==> src/fib_config.svh <==
`ifndef FIB_CONFIG_SVH
`define FIB_CONFIG_SVH

// Name prefix width in bits
`define FIB_PREFIX_W 64

// Width of a prefix length or lookup limit
`define FIB_LEN_W 6

// One bank per prefix length
`define FIB_NUM_LEN 64

// Folded hash width, indexes one bank bitmap
`define FIB_HASH_W 10

// Valid bits per bank, 2**FIB_HASH_W
`define FIB_BITMAP_DEPTH 1024

`endif

==> src/fib_pkg.sv <==
`include "fib_config.svh"

package fib_pkg;

    // Request operation
    typedef enum logic {
        FIB_OP_INSERT = 1'b0,
        FIB_OP_LOOKUP = 1'b1
    } fib_op_e;

    // Request as it arrives at the table
    // len is the insert length or the lookup limit
    typedef struct packed {
        fib_op_e                  op;
        logic [`FIB_PREFIX_W-1:0] prefix;
        logic [`FIB_LEN_W-1:0]    len;
    } fib_req_t;

    // Decoded request broadcast to every bank
    typedef struct packed {
        logic                     lookup;
        logic [`FIB_PREFIX_W-1:0] prefix;
        logic [`FIB_LEN_W-1:0]    limit;
        logic [`FIB_NUM_LEN-1:0]  wr_en;
        logic [`FIB_NUM_LEN-1:0]  rd_en;
    } fib_bank_req_t;

    // Lookup answer, prefix already masked to len
    typedef struct packed {
        logic                     hit;
        logic [`FIB_LEN_W-1:0]    len;
        logic [`FIB_PREFIX_W-1:0] prefix;
    } fib_resp_t;

    // Keep the top len bits, clear the rest
    function automatic logic [`FIB_PREFIX_W-1:0] fib_mask(
        input logic [`FIB_PREFIX_W-1:0] prefix,
        input logic [`FIB_LEN_W-1:0]    len
    );
        logic [`FIB_PREFIX_W-1:0] ones;
        ones = '1;
        return prefix & ~(ones >> len);
    endfunction

    // XOR fold in hash-width chunks from the LSB end
    // Last chunk comes out zero padded from the shift
    function automatic logic [`FIB_HASH_W-1:0] fib_hash(
        input logic [`FIB_PREFIX_W-1:0] prefix
    );
        logic [`FIB_HASH_W-1:0]   h;
        logic [`FIB_PREFIX_W-1:0] rest;
        h    = '0;
        rest = prefix;
        for (int i = 0; i < (`FIB_PREFIX_W + `FIB_HASH_W - 1) / `FIB_HASH_W; i++) begin
            h    = h ^ rest[`FIB_HASH_W-1:0];
            rest = rest >> `FIB_HASH_W;
        end
        return h;
    endfunction

endpackage

==> src/fib_dispatch.sv <==
`timescale 1ns/100ps
`include "fib_config.svh"

module fib_dispatch import fib_pkg::*; (
    input  logic          req_valid,
    input  fib_req_t      req,
    output fib_bank_req_t bank_req
);

    logic is_insert;
    logic is_lookup;

    // Only a valid request may touch the banks
    assign is_insert = req_valid && (req.op == FIB_OP_INSERT);
    assign is_lookup = req_valid && (req.op == FIB_OP_LOOKUP);

    always_comb begin
        // Sideband copied through for the selector
        bank_req.lookup = is_lookup;
        bank_req.prefix = req.prefix;
        bank_req.limit  = req.len;
        bank_req.wr_en  = '0;
        bank_req.rd_en  = '0;

        for (int k = 0; k < `FIB_NUM_LEN; k++) begin
            // Insert lands in exactly one bank
            if (is_insert && (int'(req.len) == k)) begin
                bank_req.wr_en[k] = 1'b1;
            end
            // Lookup probes every bank up to the limit
            if (is_lookup && (k <= int'(req.len))) begin
                bank_req.rd_en[k] = 1'b1;
            end
        end
    end

endmodule

==> config.mk <==
export PLATFORM = sky130hd
export DESIGN_NAME = fib_dispatch
export DESIGN_NICKNAME = d
export VERILOG_FILES = /design/src/fib_pkg.sv /design/src/fib_dispatch.sv
export VERILOG_INCLUDE_DIRS = /design/src
export SDC_FILE = /design/constraint.sdc
export NUM_CORES = 1
export LEC_CHECK = 0
export ABC_CLOCK_PERIOD_IN_PS = 1200
export BUFFER_PORTS_ARGS = -buffer_cell sky130_fd_sc_hd__buf_4
export CORE_AREA = 2 2 106 108
export DETAILED_ROUTE_END_ITERATION = 7
export DIE_AREA = 0 0 108 110
export SYNTH_ARGS = -nofsm -noshare
export SYNTH_HDL_FRONTEND = slang
export SYNTH_SLANG_ARGS = --single-unit
==> constraint.sdc <==
create_clock -name vclk -period 1.2
set_input_delay 0.18 -clock vclk [all_inputs]
set_output_delay 0.18 -clock vclk [all_outputs]
set_load 0.01 [all_outputs]
==> impl_metrics.json <==
{
  "status": "finished, violations left",
  "violations": "negative setup slack",
  "leakage_nw": 1.74,
  "grt_pass1_vias": 2279,
  "min_path_type": "primary input to primary output",
  "numPortBuffers": 143,
  "path_cells": "buf_12 > or4b_4 > nand3_2 > a21oi_2 > buf_4",
  "drt_iter0_drc": 93,
  "antenna_found_initial": 0,
  "post-route-period-util": 1.14,
  "layout_common_cells": "buf_4, buf_6, nor2_4, nor2_1, a21oi_1",
  "netlist_area_mm2": 0.00163,
  "ant_nets": 0,
  "regArea_um2": 0,
  "max_stage_delay_ns": 0.60,
  "cap_violations": 0,
  "cp_slowest_cell": "or4b_4",
  "hold_violations": 0,
  "area_growth_syn_to_layout_pct": 157,
  "drive_gt1_frac": 0.847,
  "synth_cell_types": 33,
  "viasPerCell": 4.30,
  "wl_um": 10100,
  "grt_overflow": 0,
  "ys_warn_count": 0,
  "drv_slew": 0,
  "post-dp-hpwl_um": 7210,
  "layout_setup_ws_ns": -0.169,
  "fin_crit_ns": 1.37,
  "antennaDiodeCount": 0,
  "synthTopCellsByArea": "buf_4, nor2_1, a21oi_1",
  "critPathLaunch": "req[0]",
  "coreArea_mm2": 0.0107,
  "ys_seq_area_frac": 0,
  "rows": 38,
  "nClkBuffers": 0,
  "postCtsHoldBufs": 0,
  "startpoint_type": "primary input",
  "tightest_slew_ns": 0.279,
  "finalSetupViolations": 83,
  "synth_nets": 375,
  "grt_usage": 0.148,
  "synth_top_area_cell": "buf_4",
  "design.seq.count": 0,
  "rsz0062_at_grt": "true",
  "io_pins": 271,
  "clock.fmax_mhz": 730,
  "layout_commonest_cell": "buf_4",
  "grt_max_degree": 19,
  "fin_nets": 498,
  "critPathCaptureType": "primary output",
  "syn_inst": 303,
  "holdWs_ns": 0.360,
  "die_w_um": 108,
  "wire_per_inst_um": 17.9,
  "post-place-ws_ns": -0.283,
  "floorplan.initialDensity": 0.152,
  "dr.pass1.iters": 4,
  "route.detailed.drc": 0,
  "worstSetupEndpoint": "bank_req[21]",
  "required_ns": 1.02,
  "fp.dieArea_mm2": 0.0119,
  "die_h_um": 110,
  "yosysTopAreaCellShare": 0.346,
  "fin_util": 0.391,
  "avgSynthCellArea_um2": 5.37,
  "vias": 2424,
  "grt_pass1_wl_um": 13500,
  "powerDensity_mw_per_mm2": 257,
  "cp_max_fo": 7,
  "peakVddDrop_v": 0.000121,
  "slew_headroom": 0.814,
  "arrival_ns": 1.19,
  "gp_congestion": 0.744,
  "crit_type": "primary input to primary output"
}
-- power by group --
part           internal [W]  switching, W  leakage [nW]
clock                     0             0             0
sequential                0             0             0
combinational      0.000509      0.000565          1.74
-- worst max-delay path, delay by kind of cell --
family / cells / cell delay [ns]
buffers and inverters: 2 / 0.25
and+or+nand+nor: 2 / 0.70
AOI/OAI and AO/OA: 1 / 0.05
-- cells by family after synthesis --
family / share of synthesized area
AO/OA/AOI/OAI: 0.165
buffers and inverters: 0.431
AND/OR/NAND/NOR: 0.405
-- through the flow --
step | cells | setup TNS (ns) | power, W | area, um^2
floorplan | 303 | 0 | 0.000548 | 1630
global placement | 549 | -13.71 | 0.000706 | 2710
detailed placement | 549 | -14.43 | 0.000710 | 2710
CTS | 556 | -4.55 | 0.000905 | 3510
global route | 564 | -9.55 | 0.00114 | 4190
finish | 564 | -6.05 | 0.00107 | 4190
-- layout make-up --
type / count / area [um^2]
inverter: 6 / 22.5
multi-input combinational: 199 / 1760
tap: 140 / 175
fill: 1070 / 6510
timing repair buffer: 219 / 2220
-- synthesized netlist by cell type --
master,n
nor2b_1,1
a21oi_2,1
inv_1,4
or3_1,1
nor3_1,4
o21ai_1,1
clkbuf_1,5
or4b_4,1
nor4_1,1
nor2_1,91
nor2_4,1
clkbuf_2,2
nand4_1,1
nand2_2,1
a311oi_1,1
and2b_1,4
nand3_1,5
buf_4,75
nor2_2,1
or2_2,1
buf_6,1
and2_0,2
a21oi_1,35
buf_2,15
o31a_1,1
inv_2,2
nand3_2,2
and2_1,3
o21ai_0,6
or4_4,1
or2_1,2
a31oi_1,5
nand2_1,26
-- repair_timing --
| action | 4_1_cts | 5_1_grt |
|---|---|---|
| endpoints found under the setup margin | 115 | 113 |
| setup buffers | 3 | 9 |
| pin swaps | 42 | 33 |
| cloned | 4 | 1 |
| resized for setup | 201 | 143 |
-- worst min-delay path by stage --
stage,endpoint,depth (start not counted),slack [ns],from
6_report,bank_req[173],0,0.36,req[45]
5_1_grt,bank_req[138],0,0.36,req[10]
4_1_cts,bank_req[140],0,0.36,req[12]
3_5_place_dp,bank_req[140],0,0.36,req[12]
3_3_place_gp,bank_req[140],0,0.36,req[12]
2_1_floorplan,bank_req[128],1,0.45,req[0]
-- per-layer routing --
layer / global-route usage / share of wire
met2: 0.270 / 0.52
met5: 0 / 0
met1: 0.187 / 0.40
met4: 0.0348 / 0.023
met3: 0.0159 / 0.060
(Power assumes the default switching activity.)
