### config.mk
export PLATFORM = sky130hd
export DESIGN_NAME = fib_match_select
export DESIGN_NICKNAME = d
export VERILOG_FILES = /design/src/fib_pkg.sv /design/src/fib_stage_reg.sv /design/src/fib_match_select.sv
export VERILOG_INCLUDE_DIRS = /design/src
export SDC_FILE = /design/constraint.sdc
export NUM_CORES = 1
export LEC_CHECK = 0
export BUFFER_PORTS_ARGS = -buffer_cell sky130_fd_sc_hd__buf_2
export CAP_MARGIN = 20
export CORE_ASPECT_RATIO = 1.1
export CORE_MARGIN = 4
export CORE_UTILIZATION = 45
export CTS_CLUSTER_SIZE = 25
export DETAILED_ROUTE_END_ITERATION = 12
export GPL_TIMING_DRIVEN = 0
export PLACE_DENSITY = 0.74
export RECOVER_POWER = 100
export SLEW_MARGIN = 20
export SYNTH_ARGS = -nofsm -noshare
export SYNTH_HDL_FRONTEND = slang
export SYNTH_SLANG_ARGS = --single-unit
### constraint.sdc
create_clock -name clk -period 9.4 [get_ports clk]
set_input_delay 1.41 -clock clk [delete_from_list [all_inputs] [get_ports clk]]
set_output_delay 1.41 -clock clk [all_outputs]
set_load 0.05 [all_outputs]
### src/fib_config.svh
`ifndef FIB_CONFIG_SVH
`define FIB_CONFIG_SVH

// Name prefix width in bits
`define FIB_PREFIX_W 64

// Width of a prefix length or lookup limit
`define FIB_LEN_W 6

// One bank per prefix length
`define FIB_NUM_LEN 64

// Folded hash width, indexes one bank bitmap
`define FIB_HASH_W 10

// Valid bits per bank, 2**FIB_HASH_W
`define FIB_BITMAP_DEPTH 1024

`endif

### src/fib_pkg.sv
`include "fib_config.svh"

package fib_pkg;

    // Request operation
    typedef enum logic {
        FIB_OP_INSERT = 1'b0,
        FIB_OP_LOOKUP = 1'b1
    } fib_op_e;

    // Request as it arrives at the table
    // len is the insert length or the lookup limit
    typedef struct packed {
        fib_op_e                  op;
        logic [`FIB_PREFIX_W-1:0] prefix;
        logic [`FIB_LEN_W-1:0]    len;
    } fib_req_t;

    // Decoded request broadcast to every bank
    typedef struct packed {
        logic                     lookup;
        logic [`FIB_PREFIX_W-1:0] prefix;
        logic [`FIB_LEN_W-1:0]    limit;
        logic [`FIB_NUM_LEN-1:0]  wr_en;
        logic [`FIB_NUM_LEN-1:0]  rd_en;
    } fib_bank_req_t;

    // Lookup answer, prefix already masked to len
    typedef struct packed {
        logic                     hit;
        logic [`FIB_LEN_W-1:0]    len;
        logic [`FIB_PREFIX_W-1:0] prefix;
    } fib_resp_t;

    // Keep the top len bits, clear the rest
    function automatic logic [`FIB_PREFIX_W-1:0] fib_mask(
        input logic [`FIB_PREFIX_W-1:0] prefix,
        input logic [`FIB_LEN_W-1:0]    len
    );
        logic [`FIB_PREFIX_W-1:0] ones;
        ones = '1;
        return prefix & ~(ones >> len);
    endfunction

    // XOR fold in hash-width chunks from the LSB end
    // Last chunk comes out zero padded from the shift
    function automatic logic [`FIB_HASH_W-1:0] fib_hash(
        input logic [`FIB_PREFIX_W-1:0] prefix
    );
        logic [`FIB_HASH_W-1:0]   h;
        logic [`FIB_PREFIX_W-1:0] rest;
        h    = '0;
        rest = prefix;
        for (int i = 0; i < (`FIB_PREFIX_W + `FIB_HASH_W - 1) / `FIB_HASH_W; i++) begin
            h    = h ^ rest[`FIB_HASH_W-1:0];
            rest = rest >> `FIB_HASH_W;
        end
        return h;
    endfunction

endpackage

### src/fib_stage_reg.sv
`timescale 1ns/100ps

module fib_stage_reg #(
    parameter type payload_t = logic
) (
    input  logic     clk,
    input  logic     rst,
    input  logic     in_valid,
    output logic     in_ready,
    input  payload_t in_data,
    output logic     out_valid,
    input  logic     out_ready,
    output payload_t out_data
);

    // Spare entry catches the beat accepted while out_ready was low
    logic     spare_valid;
    payload_t spare_data;
    logic     load_main;
    logic     load_spare;

    // Ready comes straight off a flop, low only when both entries are full
    assign in_ready = !spare_valid;

    // Main entry is free or draining this edge
    assign load_main  = out_ready || !out_valid;
    // Main stalled, park the incoming beat
    assign load_spare = !load_main && in_valid && in_ready;

    always_ff @(posedge clk or posedge rst) begin
        if (rst) begin
            out_valid   <= 1'b0;
            spare_valid <= 1'b0;
        end else if (load_main) begin
            // Spare has priority, it is older than any input
            out_valid   <= spare_valid || in_valid;
            spare_valid <= 1'b0;
        end else if (load_spare) begin
            spare_valid <= 1'b1;
        end
    end

    always_ff @(posedge clk) begin
        if (load_main) begin
            out_data <= spare_valid ? spare_data : in_data;
        end
        if (load_spare) begin
            spare_data <= in_data;
        end
    end

endmodule

### src/fib_match_select.sv
`timescale 1ns/100ps
`include "fib_config.svh"

module fib_match_select import fib_pkg::*; (
    input  logic                     clk,
    input  logic                     rst,
    input  logic                     lookup_valid,
    input  logic [`FIB_PREFIX_W-1:0] prefix,
    input  logic [`FIB_LEN_W-1:0]    limit,
    input  logic [`FIB_NUM_LEN-1:0]  hits,
    output logic                     resp_valid,
    input  logic                     resp_ready,
    output fib_resp_t                resp,
    output logic                     advance
);

    logic                  match_hit;
    logic [`FIB_LEN_W-1:0] match_len;
    fib_resp_t             resp_next;

    // Highest hitting bank wins, later iterations override
    always_comb begin
        match_hit = 1'b0;
        match_len = '0;
        for (int k = 0; k < `FIB_NUM_LEN; k++) begin
            // Limit also applied here, banks past it never count
            if (hits[k] && (k <= int'(limit))) begin
                match_hit = 1'b1;
                match_len = `FIB_LEN_W'(k);
            end
        end
    end

    // Miss gives length 0 and so a fully cleared prefix
    always_comb begin
        resp_next.hit    = match_hit;
        resp_next.len    = match_len;
        resp_next.prefix = fib_mask(prefix, match_len);
    end

    // Inserts are not pushed, they end here
    // The slice's ready is the advance for the whole pipeline
    fib_stage_reg #(
        .payload_t (fib_resp_t)
    ) u_out_slice (
        .clk       (clk),
        .rst       (rst),
        .in_valid  (lookup_valid),
        .in_ready  (advance),
        .in_data   (resp_next),
        .out_valid (resp_valid),
        .out_ready (resp_ready),
        .out_data  (resp)
    );

endmodule

==> impl_metrics.toml <==
[status]
outcome = "finished with violations"
violations = "capacitance limit, slew limit"

[logic_synthesis]
synth_area_um2 = 8110
yosysSeqAreaShare = 0.5245
yosysTopAreaCellShare = 0.5184
synth_nets = 889
netlist_top_cells_area = "edfxtp_1 (52%), mux2_2 (6.1%), nand2_1 (3.1%), o21ai_0 (2.9%), a21oi_1 (2.8%)"
ys_async_sr_fraction = 0.01408
yosysWarnings = 0
ys_ff_latch = 142
yosys.cell_types.count = 78
synth.largest_area_cell = "edfxtp_1"
synth_edf_count = 140
synth_flop_cell = "edfxtp_1"
synth_area_per_cell_um2 = 10.80
syn_inst = 751

[power_and_ir_drop]
leakage_nw = 3.839
power.total_mw = 1.941
ir_worst_vdd_mv = 0.1204
power_density_nw_per_um2 = 195.3

[routing]
drc = 0
antenna_left = 0
drt_iter0_drc = 749
vias_per_cell = 5.904
first_pass_iters = 6
finalWirelength_mm = 26.95
vias = 7297
wl_per_cell_um = 21.81

[worst_setup_path]
cp.required_ns = 9.57
rr_endpoint = "u_out_slice.spare_data[70]$_DFFE_PP_"
startpoint = "limit[1]"
worst_setup_path_start_kind = "primary input"
ff2ff_path_depth = 6
path_class = "primary input to flip-flop"
cp-endpoint = "u_out_slice.out_data[61]$_DFFE_PN_"
rrSetupSlack_ns = 4.93
crit_fanout = 10
worst_setup_path_end_kind = "flip-flop"
arrival_ns = 5.99
r2r-start = "u_out_slice.out_valid$_DFFE_PP0N_"

[floorplanning]
io_pins = 211
die_w_um = 136
die-area_um2 = 20240
initial_core_util = 0.4588
num_rows = 51
core_um2 = 17680
die_h_um = 148.8

[timing]
skew_ns = 0.007958
setup_viol = 0
fin_hold_ws_ns = 0.5256
final_max_slew_viol_count = 76
period_share = 0.6184
worstMarginPinSlew_ns = 2.124
period_minus_slack_ns = 5.813
rsz0062_at_grt = "false"
max_freq_mhz = 172.0
hold_viol_final = 0
slew_headroom = -0.4159

[cts]
numCtsBuffers = 17
htree_levels = 4
holdBufCountCts = 0
cts_tree = "done"
post_cts_buffers = 0
clk_latency_ns = 0.42
clock_path_buffers = 2
root_buffer = "clkbuf_16"
cts_resized = 0
numClockSinks = 142
clk_pin_slew_ns = 0.06

[final_layout]
area_delta_synth_final_pct = 22.52
drive_above_1_share = 0.2508
stdcell_count = 1236
num-nets-final = 1122

[global_routing]
overflow = 0
antenna_found_initial = 3
grt_pass1_wl_mm = 39.94
grt_usage = 0.2585
grt_max_degree = 40
grt_pass1_vias = 7076

[run]
cap_violations = 2

[placement]
port_buffers = 205
dpl.cell_count = 1203
dp_hpwl_mm = 20.79
gp_congestion = 0.9842

[hold_path]
hold_path.class = "flip-flop to flip-flop"
hold_depth = 2
hold_start = "u_out_slice.spare_data[7]$_DFFE_PP_"
worst max-delay path: stages:
cell      delay [ns]
clkbuf_1        0.30
clkbuf_1        0.42
clkbuf_1        0.53
nand2_1         0.30
a21oi_1         0.40
o31ai_1         0.14
nand3b_1        0.11
o31a_1          0.23
clkbuf_1        0.52
nand2_1         0.35
a31oi_1         0.65
a21boi_0        0.29
mux2_2          0.33
kinds of logic (layout without fill, tap and decap cells):
| group | Yosys count | in the layout | synth area share |
|---|---|---|---|
| other | 1 | 2 | 0.0004624 |
| buffers and inverters | 73 | 319 | 0.04011 |
| adder cells (fa/ha/maj) | 1 | 1 | 0.001234 |
| flip-flops | 142 | 142 | 0.5245 |
| multiplexers | 48 | 48 | 0.06726 |
| AND/OR/NAND/NOR | 236 | 236 | 0.1487 |
| AO/OA/AOI/OAI | 250 | 250 | 0.2177 |
per-layer routing:
layer | track usage | vias to the layer above | share of wire
met2 | 0.4202 | 414 | 0.47
met1 | 0.3332 | 3441 | 0.41
met3 | 0.04926 | 76 | 0.081
li1 | - | 3362 | -
met5 | 0 | - | 0.0011
met4 | 0.1230 | 4 | 0.044
cells in the mapped netlist, types with 4 or more instances:
master / instances
nand3_1: 10
nand4b_1: 5
nor3_1: 12
o21a_1: 19
inv_1: 22
nand2_1: 66
o21ai_0: 47
o31a_1: 4
or3_1: 8
o22ai_1: 7
nor4_1: 5
nor2b_1: 15
o2111ai_1: 4
o31ai_1: 14
a21o_1: 8
o211a_1: 8
a22o_1: 4
o211ai_1: 8
nor2_1: 45
a31oi_1: 12
a21oi_1: 45
nand2b_1: 6
a211o_1: 4
mux2_2: 44
and2_1: 25
clkbuf_1: 19
edfxtp_1: 140
or2_2: 7
and3_1: 16
buf_2: 23
a21boi_0: 11
a31o_2: 7
through the flow:
| step | utilization | setup WS, ns | cell area, um^2 | TNS [ns] |
|---|---|---|---|---|
| final | 0.5622 | 3.587 | 9937 | 0 |
| after detailed placement | 0.5390 | 4.024 | 9527 | 0 |
| after global routing | 0.5622 | 3.397 | 9937 | 0 |
| after global placement | 0.5337 | -3.315 | 9434 | -231.72 |
| after CTS | 0.5738 | 4.468 | 10140 | 0 |
| after floorplan | - | 0.4186 | 8110 | 0 |
report_power, final:
part | switching [mW] | leakage (nW) | internal (mW)
clock | 0.290 | 0.300 | 0.406
combinational | 0.340 | 2.16 | 0.125
sequential | 0.0159 | 1.38 | 0.765
worst min path at each step:
stage,end,slack [ns]
after global routing,u_out_slice.out_data[7]$_DFFE_PN_,0.53
final,u_out_slice.out_data[7]$_DFFE_PN_,0.53
after detailed placement,u_out_slice.out_data[1]$_DFFE_PN_,0.52
after global placement,u_out_slice.out_data[7]$_DFFE_PN_,0.51
after CTS,u_out_slice.out_data[7]$_DFFE_PN_,0.53
after floorplan,u_out_slice.out_data[13]$_DFFE_PN_,0.50
registers in the layout (all words and copies together) (netlist names):
name / count
u_out_slice.out_data: 70
u_out_slice.spare_valid: 1
u_out_slice.out_valid: 1
u_out_slice.spare_data: 70
layout by cell type (no fill, tap or decap), types with 15 or more instances in the layout:
cell       Yosys  routed
a21oi_1       45      45
nor2b_1       15      15
edfxtp_1     140     140
and3_1        16      16
nand2_1       66      66
nor2_1        45      46
buf_2         23     152
clkbuf_1      19     109
o21a_1        19      19
and2_0         0      15
clkbuf_16      0      17
o21ai_0       47      48
mux2_2        44      44
inv_1         22      24
final cells by class:
type                            count  area [um^2]
Antenna cell                        1        2.502
Buffer                             48        207.7
Clock buffer                       17        425.4
Clock inverter                     15        190.2
Fill cell                        1624         7739
Inverter                           25        93.84
Multi-Input combinational cell    536         3496
Sequential cell                   142         4254
Tap cell                          238        297.8
Timing Repair Buffer              214        969.7
Power figures use the tool's default switching activity.
