<file path="config.mk">
export PLATFORM = sky130hd
export DESIGN_NAME = fib_stage_reg
export DESIGN_NICKNAME = d
export VERILOG_FILES = /design/src/fib_stage_reg.sv
export SDC_FILE = /design/constraint.sdc
export NUM_CORES = 1
export LEC_CHECK = 0
export ABC_AREA = 0
export ABC_CLOCK_PERIOD_IN_PS = 1300
export BUFFER_PORTS_ARGS = -buffer_cell sky130_fd_sc_hd__buf_2
export CAP_MARGIN = 15
export CELL_PAD_IN_SITES_DETAIL_PLACEMENT = 0
export CELL_PAD_IN_SITES_GLOBAL_PLACEMENT = 1
export CORE_AREA = 5 5 42 44
export CTS_BUF_LIST = sky130_fd_sc_hd__clkbuf_2 sky130_fd_sc_hd__clkbuf_4 sky130_fd_sc_hd__clkbuf_8
export CTS_CLUSTER_SIZE = 20
export DETAILED_ROUTE_END_ITERATION = 8
export DIE_AREA = 0 0 47 49
export HOLD_SLACK_MARGIN = 0.02
export PLACE_DENSITY_LB_ADDON = 0.1
export SLEW_MARGIN = 20
export SYNTH_ARGS = -nofsm -noshare
export SYNTH_HDL_FRONTEND = slang
export SYNTH_SLANG_ARGS = --single-unit
</file>
<file path="constraint.sdc">
create_clock -name clk -period 1.3 [get_ports clk]
set_input_delay 0.065 -clock clk [delete_from_list [all_inputs] [get_ports clk]]
set_output_delay 0.065 -clock clk [all_outputs]
set_load 0.01 [all_outputs]
</file>
<file path="src/fib_stage_reg.sv">
`timescale 1ns/100ps

module fib_stage_reg #(
    parameter type payload_t = logic
) (
    input  logic     clk,
    input  logic     rst,
    input  logic     in_valid,
    output logic     in_ready,
    input  payload_t in_data,
    output logic     out_valid,
    input  logic     out_ready,
    output payload_t out_data
);

    // Spare entry catches the beat accepted while out_ready was low
    logic     spare_valid;
    payload_t spare_data;
    logic     load_main;
    logic     load_spare;

    // Ready comes straight off a flop, low only when both entries are full
    assign in_ready = !spare_valid;

    // Main entry is free or draining this edge
    assign load_main  = out_ready || !out_valid;
    // Main stalled, park the incoming beat
    assign load_spare = !load_main && in_valid && in_ready;

    always_ff @(posedge clk or posedge rst) begin
        if (rst) begin
            out_valid   <= 1'b0;
            spare_valid <= 1'b0;
        end else if (load_main) begin
            // Spare has priority, it is older than any input
            out_valid   <= spare_valid || in_valid;
            spare_valid <= 1'b0;
        end else if (load_spare) begin
            spare_valid <= 1'b1;
        end
    end

    always_ff @(posedge clk) begin
        if (load_main) begin
            out_data <= spare_valid ? spare_data : in_data;
        end
        if (load_spare) begin
            spare_data <= in_data;
        end
    end

endmodule

</file>
==> results.md, run 1 <==
- Area of the mapped netlist: 170 um^2
- Number of buffers and inverters on the critical path: 2
- Hold Path Cell Cnt: 3
- CP endpoint kind: flip-flop
- Die Wd: approximately 47 um
- Final nets: 31
- Cell depth of the worst flop-to-flop path: 1
- Setup Total Neg Slack: 0 ns
- Routed via count divided by cell count: 3.29
- TritonCTS sink count: 4
- Synthesis-stage register bit count: 4
- Wire length of the first global-routing pass: ~600 um
- Number of buffers on the longest clock path: 2
- Worst rel slew slack: approximately nine tenths
- Total number of H-tree levels: 1
- Number of non-filler instances in the completed layout: between 40 and 50
- Largest stage delay on the critical path: about 0.53 ns
- Total GRT Usage: 4.31%
- Crit path cell chain: dlygate4sd3_1 -> buf_2 -> mux2_4
- Clock tree from TritonCTS: yes
- Area of the multi-input gates: 52.6 um^2
- Unrepaired setup endpoints after global routing: false
- Ports placed on the boundary: 8
- Syn_area_per_cell: between 10 and 15 um^2
- Max cap viols: 0
- Setup repair bufs after CTS: 0
- Final Hold Vio Count: 0
- Standby leakage power: roughly 0.13 nW
- Final period util: about three quarters
- Instance area after placement: about 230 um^2
- Critical Path Fanout Max: 2
- Power density of the placed cells: around 1400 mW/mm^2
- Register-to-register setup slack: ~0.34 ns
- Achievable frequency: approximately 1000 MHz
- Beginning of the worst register-to-register path: spare_valid
- Clock Skew: 0.00863 ns
- Leading cell type in the layout, fill and taps excluded: sky130_fd_sc_hd__buf_2
- Hold Startpoint: in_valid
- Most frequent cells in the layout: sky130_fd_sc_hd__buf_2, sky130_fd_sc_hd__clkbuf_4
- Clock buffers created by TritonCTS: 3
- Status: completed
- Share of synthesized area occupied by flip-flops and latches: approximately two thirds
- Number of routed nets with antenna violations: 0
- Count of buffers from port buffering: 7
- ANT cells: 0
- Worst path depth: 3
- Slowest library cell on the worst path: sky130_fd_sc_hd__dlygate4sd3_1
- Data arrival time at the worst-slack endpoint: ~1 ns
- Routed wire per std cell: 8.39 um
- Crit path kind: in -> reg
- Required time of the critical path: around 1.3 ns
- Clock tree root buffer cell: sky130_fd_sc_hd__clkbuf_4
- HPWL after detailed placement: approximately 260 um
- Syn-to-layout area delta: 61.8%
- Sum of internal, switching and leakage power: 389 uW
- Layout Cell Area excl Fill: ~280 um^2
- Area of the die: 0.00230 mm^2
- Family of cells with the greatest summed delay on the critical path: buffers and inverters
- Clock Pin Slew Worst Setup and Hold Paths: 0.04 ns
- Cell count after synthesis: 12
- Post-synth net total: 17
- Routed via count: approximately 140
- Post-placement cell count: 35
- Via count of the first global-routing pass: roughly 140
- GR Overflow Total: 0
- Total of cells resized after clock tree synthesis: 0
- Global placement routability congestion: ~0.68
- Synth warnings: 0
- Slew at the pin closest to its max-slew limit: ~0.17 ns
- Initial Utilization: 12.1%
- Standard-cell rows: 14
- Maximum number of pins on one net before global-route repair: 5
- Core footprint: between 0.001 and 0.0015 mm^2
- Violation count after the first detailed-route iteration: 1
- Number of antenna violations at the first check in global routing: 0
- Count of different cell masters after synthesis: 8
- Hold bufs inserted after CTS: 2
- Worst-Skew Late Latency: 0.24 ns
- Worst Hold Class: in -> reg
- Filler cells: 173
- Endpoint with the worst hold slack: out_valid
- DRC violations left: 0
- Destination of the worst register-to-register timing path: out_data
- DRT Pass-1 Iters: 2
- Minimum clock period: around 0.99 ns
- Type of element launching the critical path: input pin
- IR Drop Worst-Case VDD: approximately 0.35 mV
- Final Max Tran Viols: 0
- Finish-stage setup viols: 0
- Die Height: around 49 um
- Total wire length after detailed routing: 344 um
- Layout cells sized above 1: 56.0%
- Sequential Area: ~110 um^2
## power breakdown
group	leakage, nW	total [mW]	switching (mW)	internal, mW
Combinational	0.0679	0.0423	0.0179	0.0244
Sequential	0.0424	0.151	0.00650	0.144
Clock	0.0184	0.196	0.0597	0.137
Total	0.129	0.389	0.0841	0.305
## cell usage after synthesis
library cell,count,area share [%]
sky130_fd_sc_hd__edfxtp_1,2,35
sky130_fd_sc_hd__inv_1,2,4.4
sky130_fd_sc_hd__nand2_1,1,2.2
sky130_fd_sc_hd__dfrtp_1,2,29
sky130_fd_sc_hd__nand2b_4,1,8.1
sky130_fd_sc_hd__nor2_1,2,4.4
sky130_fd_sc_hd__nor3b_2,1,7.4
sky130_fd_sc_hd__mux2_4,1,8.8
## stage by stage
step           utilization [%]  hold WS (ns)  worst slack [ns]
2_1_floorplan                -        -0.194             0.340
3_3_place_gp              16.1       -0.0798             0.335
3_5_place_dp              16.1       -0.0831             0.324
4_1_cts                   19.6        0.0391             0.317
5_1_grt                   19.6        0.0595             0.298
6_report                  19.6        0.0433             0.311
## cells by family (layout without fill, tap and decap cells)
family                 after synthesis  after routing  synth area share [%]
multiplexers                         1              1                  8.82
buffers and inverters                2             15                  4.41
AND/OR/NAND/NOR                      5              5                  22.1
flip-flops                           4              4                  64.7
## sequential cells by signal, indices dropped and copies added, names as in the netlist
signal       cells
spare_data       1
out_data         1
out_valid        1
spare_valid      1
## final cells by class
class | instances | share of cell area [%]
flip-flops and latches | 4 | 40.0
repair buffers | 9 | 20.0
multi-input cells | 6 | 19.1
clock buffers | 4 | 10.9
well taps | 16 | 7.27
inverters | 2 | 2.73
## how the worst max path moves through the flow
stage	from	end
floorplan	out_valid	spare_data
global placement	spare_valid	out_data
detailed placement	spare_valid	out_data
CTS	in_data	out_data
global route	in_data	out_data
finish	in_data	out_data
## per-layer routing
layer | wire, um | track usage (%)
met5 | 0 | 0
met4 | 30 | 6.91
met3 | 37 | 3.32
met2 | 150 | 4.30
met1 | 126 | 4.01
Note: power is estimated with default switching activity, not from simulation.
==> run 2, diff against run 1 <==
Settings changed: ABC_CLOCK_PERIOD_IN_PS 1300 to 900.
Clock period 1.3 ns to 0.9 ns, I/O delays scaled along.
==> run 2 against run 1 <==
  * Critical endpoint unchanged
  * Sequential cell count unchanged
  * First-iteration DRC count increased by 100%
  * Highest routed layer is now met3
  * Count of clock-buffer cells in the layout unchanged
  * Largest cell class unchanged
  * Register-to-register slack got worse by 0.40 ns
  * Final cell count increased by 9.8%
  * Largest power group unchanged
  * The flow now finishes with violations (setup timing)
  * Worst hold slack improved by 0.0027 ns
  * Worst setup slack got worse by 0.37 ns
  * Clock skew increased by 0.0048 ns
  * Global-route usage increased by 0.41 points
==> results.md, run 2 (same netlist as run 1, synthesis figures left out) <==
- Area of the die: 0.00230 mm^2 (unchanged)
- Max cap viols: 0 (unchanged)
- Instance area after placement: 248 um^2 (was 225 um^2)
- Routed via count: 143 (was 135)
- Slowest library cell on the worst path: sky130_fd_sc_hd__dfrtp_2 (was sky130_fd_sc_hd__dlygate4sd3_1)
- Standard-cell rows: 14 (unchanged)
- Layout cells sized above 1: 72.4% (was 56.0%)
- Clock Pin Slew Worst Setup and Hold Paths: 0.05 ns (was 0.04 ns)
- Worst Slack Setup Final: -0.0555 ns (was 0.311 ns)
- Worst-Skew Late Latency: 0.24 ns (about the same)
- Routed wire per std cell: 8.13 um (was 8.39 um)
- Standby leakage power: 0.150 nW (was 0.129 nW)
- Worst Hold Class: in -> reg (unchanged)
- Crit path cell chain: mux2_4 (was dlygate4sd3_1 -> buf_2 -> mux2_4)
- Crit path kind: reg -> reg (was in -> reg)
- Clock buffers created by TritonCTS: 3 (unchanged)
- Number of antenna violations at the first check in global routing: 0 (unchanged)
- Leading cell type in the layout, fill and taps excluded: sky130_fd_sc_hd__buf_2 (unchanged)
- Family of cells with the greatest summed delay on the critical path: flip-flops (was buffers and inverters)
- Achievable frequency: ~1000 MHz
- TritonCTS sink count: 4 (unchanged)
- Number of routed nets with antenna violations: 0 (unchanged)
- Syn-to-layout area delta: 87.5% (was 61.8%)
- Total wire length after detailed routing: 366 um (was 344 um)
- ANT cells: 0 (unchanged)
- Clock Skew: 0.0135 ns (was 0.00863 ns)
- Number of non-filler instances in the completed layout: 45 (was 41)
- Ports placed on the boundary: 8 (unchanged)
- Post-placement cell count: 38 (was 35)
- Die Height: 49 um (unchanged)
- Area of the multi-input gates: 55.1 um^2 (was 52.6 um^2)
- GR Overflow Total: 0 (unchanged)
- Critical Path Fanout Max: 3 (was 2)
- Routing usage on met1: 3.98% (was 4.01%)
- Maximum number of pins on one net before global-route repair: 4 (was 5)
- Final Max Tran Viols: 0 (unchanged)
- Routed via count divided by cell count: 3.18 (was 3.29)
- Via count of the first global-routing pass: 175 (was 141)
- Clock tree root buffer cell: sky130_fd_sc_hd__clkbuf_4 (unchanged)
- Total number of H-tree levels: 1 (unchanged)
- Global placement routability congestion: 0.646 (was 0.678)
- Largest stage delay on the critical path: 0.42 ns (was 0.53 ns)
- Violation count after the first detailed-route iteration: 2 (was 1)
- Most frequent cells in the layout: sky130_fd_sc_hd__buf_2, sky130_fd_sc_hd__clkbuf_4, sky130_fd_sc_hd__buf_4 (was sky130_fd_sc_hd__buf_2, sky130_fd_sc_hd__clkbuf_4)
- Initial Utilization: 12.1% (unchanged)
- Required time of the critical path: 0.89 ns (was 1.29 ns)
- Final period util: 106%
- Die Wd: 47 um (unchanged)
- IR Drop Worst-Case VDD: 0.509 mV (was 0.352 mV)
- Filler cells: 168 (was 173)
- Slew at the pin closest to its max-slew limit: 0.175 ns (was 0.168 ns)
- DRT Pass-1 Iters: 2 (unchanged)
- Layout Cell Area excl Fill: 319 um^2 (was 275 um^2)
- Number of buffers on the longest clock path: 2 (unchanged)
- Clock tree from TritonCTS: yes (unchanged)
- Status: finished, violations left (was completed)
- Met3 Usage GRT: 4.80% (was 3.32%)
- Core footprint: 0.00140 mm^2 (unchanged)
- M2 GR Usage: 5.43% (was 4.30%)
- Worst rel slew slack: 88.3% (was 88.8%)
- Finish-stage setup viols: 4 (was 0)
- Final Hold Vio Count: 0 (unchanged)
- Routing layer with the top usage in global route: met4 (unchanged)
- Power density of the placed cells: 1840 mW/mm^2 (was 1410 mW/mm^2)
- Minimum clock period: 0.955 ns
- Sequential Area: 111 um^2 (was 110 um^2)
- Final nets: 35 (was 31)
- Sum of internal, switching and leakage power: 589 uW (was 389 uW)
- Data arrival time at the worst-slack endpoint: 0.95 ns (was 0.98 ns)
- Number of buffers and inverters on the critical path: 0 (was 2)
- DRC violations left: 0 (unchanged)
- Total GRT Usage: 4.73% (was 4.31%)
- Unrepaired setup endpoints after global routing: true (was false)
- Core utilization of the finished layout: 22.8% (was 19.6%)
- Wire length of the first global-routing pass: 676 um (was 586 um)
- Type of element launching the critical path: flip-flop (was input pin)
- Violated checks: setup timing
- Count of buffers from port buffering: 7 (unchanged)
- CP endpoint kind: flip-flop (unchanged)
[run 2: worst paths after layout]
kind / startpoint / endpoint / slack (ns) / depth (start not counted)
setup / recovery: spare_valid / out_data / -0.06 / 1
hold / removal: in_valid / out_valid / 0.05 / 3
setup reg to reg: spare_valid / out_data / -0.06 / 1
hold reg to reg: spare_data / out_data / 0.55 / 1
max in group asynchronous: rst / spare_valid / 0.56 / 3
min in group asynchronous: rst / out_valid / 0.22 / 3
[run 2: layer usage]
metal / share of wire (%) / vias up
met5: 0 / -
met4: 0 / 0
met2: 49 / 4
met1: 43 / 67
met3: 7.7 / 0
li1: - / 72
[run 2: through the flow]
stage	setup TNS [ns]	hold WS (ns)	setup WS, ns
finish	-0.113	0.0460	-0.0555
global route	-0.244	0.0544	-0.0963
CTS	-0.142	0.0253	-0.0689
detailed placement	-0.0657	-0.0998	-0.0533
global placement	-0.0747	-0.0993	-0.0465
floorplan	-0.0902	-0.214	-0.0498
[run 2: worst min-delay path: stages]
cell,delay [ns]
sky130_fd_sc_hd__buf_2,0.09
sky130_fd_sc_hd__nor2_1,0.05
sky130_fd_sc_hd__nand2_1,0.06
[run 2: what timing repair did]
action | CTS | global route
setup buffers | 1 | 0
pin swaps | 1 | 0
hold buffers | 2 | 0
gates cloned | 0 | 0
endpoints found under the setup margin | 3 | 5
hold endpoints to repair | 3 | 0
gates resized for setup | 3 | 2
[run 2: where the power goes]
part / total (mW) / internal [mW] / switching, mW
combinational: 0.0913 / 0.0584 / 0.0329
clock: 0.279 / 0.197 / 0.0817
sequential: 0.219 / 0.209 / 0.00982
total: 0.589 / 0.464 / 0.124
[run 2: final cells by class]
type / count / share of cell area (%)
clock buffer: 4 / 9.41
inverter: 2 / 2.35
multi-input combinational: 6 / 17.3
sequential: 4 / 34.9
tap: 16 / 6.27
timing repair buffer: 13 / 29.8
==> run 3, diff against run 2 <==
Settings changed: PLACE_DENSITY set to 0.45, PLACE_DENSITY_LB_ADDON 0.1 to not set.
==> run 3 against run 2 <==
  * The flow still finishes with violations (setup timing)
  * Largest power group unchanged
  * Critical path depth rose by 2
  * First-iteration DRC count fell by 100%
  * Final cell count down 2.2%
  * Combinational power fell by 6.9%
  * Highest routed layer is now met4
  * Global-route usage increased by 0.37 points
==> results.md, run 3 (same netlist as run 1, synthesis figures left out) <==
- Critical Path Fanout Max: 3 (unchanged)
- Instance area after placement: 240 um^2 (was 248 um^2)
- Clock tree root buffer cell: sky130_fd_sc_hd__clkbuf_4 (unchanged)
- Routed via count: 148 (was 143)
- Data arrival time at the worst-slack endpoint: 0.91 ns (was 0.95 ns)
- Worst Setup EP: in_ready (was out_data)
- Cell-internal power: 459 uW (was 464 uW)
- Number of non-filler instances in the completed layout: 44 (was 45)
- Crit path kind: reg -> out (was reg -> reg)
- Net switching power figure: 126 uW (was 124 uW)
- Slew at the pin closest to its max-slew limit: 0.158 ns (was 0.175 ns)
- Clock Skew: 0.0101 ns (was 0.0135 ns)
- Unrepaired setup endpoints after global routing: true (unchanged)
- Power density of the placed cells: 1900 mW/mm^2 (was 1840 mW/mm^2)
- Required time of the critical path: 0.85 ns (was 0.89 ns)
- DRC violations left: 0 (unchanged)
- Initial Utilization: 12.1% (unchanged)
- Worst Slack Setup Final: -0.0595 ns (was -0.0555 ns)
- Number of buffers on the longest clock path: 2 (unchanged)
- Layout cells sized above 1: 64.3% (was 72.4%)
- Clock Pin Slew Worst Setup and Hold Paths: 0.03 ns (was 0.05 ns)
- Clock tree from TritonCTS: yes (unchanged)
- Count of buffers from port buffering: 7 (unchanged)
- Finish-stage setup viols: 3 (was 4)
- Syn-to-layout area delta: 80.9% (was 87.5%)
- Proportion of power drawn by flip-flops and latches: 37.2% (about the same)
- Cell depth of the worst flop-to-flop path: 1 (unchanged)
- Final period util: 107% (was 106%)
- Max cap viols: 0 (unchanged)
- Routed via count divided by cell count: 3.36 (was 3.18)
- Worst rel slew slack: 89.5% (was 88.3%)
- Die Wd: 47 um (unchanged)
- Achievable frequency: 1040 MHz (was 1050 MHz)
- Standard-cell rows: 14 (unchanged)
- CP endpoint kind: primary output (was flip-flop)
- Minimum clock period: 0.960 ns (was 0.955 ns)
- Status: finished, violations left (unchanged)
- Pre-CTS setup slack: -0.0533 ns (about the same)
- Total number of H-tree levels: 1 (unchanged)
- Global placement routability congestion: 0.679 (was 0.646)
- Ports placed on the boundary: 8 (unchanged)
- Critical Path Start: spare_valid (unchanged)
- Maximum number of pins on one net before global-route repair: 4 (unchanged)
- Standby leakage power: 0.147 nW (was 0.150 nW)
- Number of routed nets with antenna violations: 0 (unchanged)
- Layout Cell Area excl Fill: 308 um^2 (was 319 um^2)
- Part of the power in combinational logic: 14.5% (was 15.5%)
- Final nets: 34 (was 35)
- Sum of internal, switching and leakage power: 585 uW (was 589 uW)
- ANT cells: 0 (unchanged)
- TritonCTS sink count: 4 (unchanged)
- Total GRT Usage: 5.10% (was 4.73%)
- Register-to-register setup slack: -0.05 ns (was -0.06 ns)
- Area of the die: 0.00230 mm^2 (unchanged)
- Leading cell type in the layout, fill and taps excluded: sky130_fd_sc_hd__buf_2 (unchanged)
- Post-placement cell count: 37 (was 38)
- Total wire length after detailed routing: 381 um (was 366 um)
- Violated checks: setup timing (unchanged)
- Routed wire per std cell: 8.66 um (was 8.13 um)
- Beginning of the worst register-to-register path: spare_valid (unchanged)
- HPWL after detailed placement: 282 um
- Clock share of power: 48.2% (was 47.3%)
- Proportion of total power due to net switching: 21.6% (was 21.1%)
- GR Overflow Total: 0 (unchanged)
- Destination of the worst register-to-register timing path: out_data (unchanged)
- Core utilization of the finished layout: 22.0% (was 22.8%)
- Number of antenna violations at the first check in global routing: 0 (unchanged)
- Worst hold slack: 0.0286 ns (was 0.0460 ns)
- Final Hold Vio Count: 0 (unchanged)
- DRT Pass-1 Iters: 1 (was 2)
- Most frequent cells in the layout: sky130_fd_sc_hd__buf_2, sky130_fd_sc_hd__clkbuf_4 (was sky130_fd_sc_hd__buf_2, sky130_fd_sc_hd__clkbuf_4, sky130_fd_sc_hd__buf_4)
- Clock buffers created by TritonCTS: 3 (unchanged)
- Worst-Skew Late Latency: 0.24 ns (about the same)
- Via count of the first global-routing pass: 182 (was 175)
- Core footprint: 0.00140 mm^2 (unchanged)
- Final Max Tran Viols: 0 (unchanged)
- Setup Total Neg Slack: -0.130 ns (was -0.113 ns)
- IR Drop Worst-Case VDD: 0.503 mV (was 0.509 mV)
- Worst Hold Class: in -> reg (unchanged)
- Wire length of the first global-routing pass: 738 um (was 676 um)
- Violation count after the first detailed-route iteration: 0 (was 2)
- Type of element launching the critical path: flip-flop (unchanged)
- Die Height: 49 um (unchanged)
[run 3: cell count changes in the layout (fill, tap and decap cells not counted), sizes merged]
cell	change
buf	-1
[run 3: cell type report]
type,instances,area (um^2)
clock buffers,4,30.0
fillers,166,1090
inverters,2,7.51
multi-input cells,6,52.6
flip-flops and latches,4,110
well taps,16,20.0
repair buffers,12,87.6
[run 3: how the worst min path moves through the flow]
stage / end / slack [ns] / cells after the start / from
final: out_valid / 0.03 / 3 / in_valid
after global routing: out_valid / 0.05 / 3 / in_valid
after CTS: out_valid / 0.03 / 3 / in_valid
after detailed placement: out_valid / -0.1 / 2 / rst
after global placement: out_valid / -0.11 / 2 / rst
after floorplan: out_valid / -0.21 / 1 / rst
[run 3: repair_timing]
action	4_1_cts	5_1_grt
gates cloned	0	0
hold buffers	2	0
gates resized for setup	3	0
pin swaps	0	1
endpoints found under the hold margin	3	0
setup endpoints to repair	3	5
setup buffers	0	1
[run 3: worst max-delay path, stage by stage (launching register included)]
cell                      delay (ns)
sky130_fd_sc_hd__dfrtp_1        0.41
sky130_fd_sc_hd__buf_6          0.14
sky130_fd_sc_hd__inv_2          0.04
sky130_fd_sc_hd__buf_6          0.09
[run 3: power groups by stage]
| stage | combinational (mW) | sequential (mW) | clock [mW] |
|---|---|---|---|
| 2_1_floorplan | 0.0275 | 0.224 | 0 |
| 3_3_place_gp | 0.0644 | 0.219 | 0 |
| 3_5_place_dp | 0.0665 | 0.220 | 0 |
| 4_1_cts | 0.0810 | 0.218 | 0.293 |
| 5_1_grt | 0.0944 | 0.221 | 0.316 |
| 6_report | 0.0850 | 0.218 | 0.282 |
[run 3: layer usage]
| layer | part of all wire, % | up-vias | global-route usage [%] | wire length (um) |
|---|---|---|---|---|
| met5 | 0 | - | 0 | 0 |
| met4 | 3.9 | 0 | 4.15 | 15 |
| met3 | 18 | 5 | 6.27 | 69 |
| met2 | 36 | 11 | 5.43 | 139 |
| met1 | 41 | 62 | 4.91 | 156 |
| li1 | - | 70 | - | - |
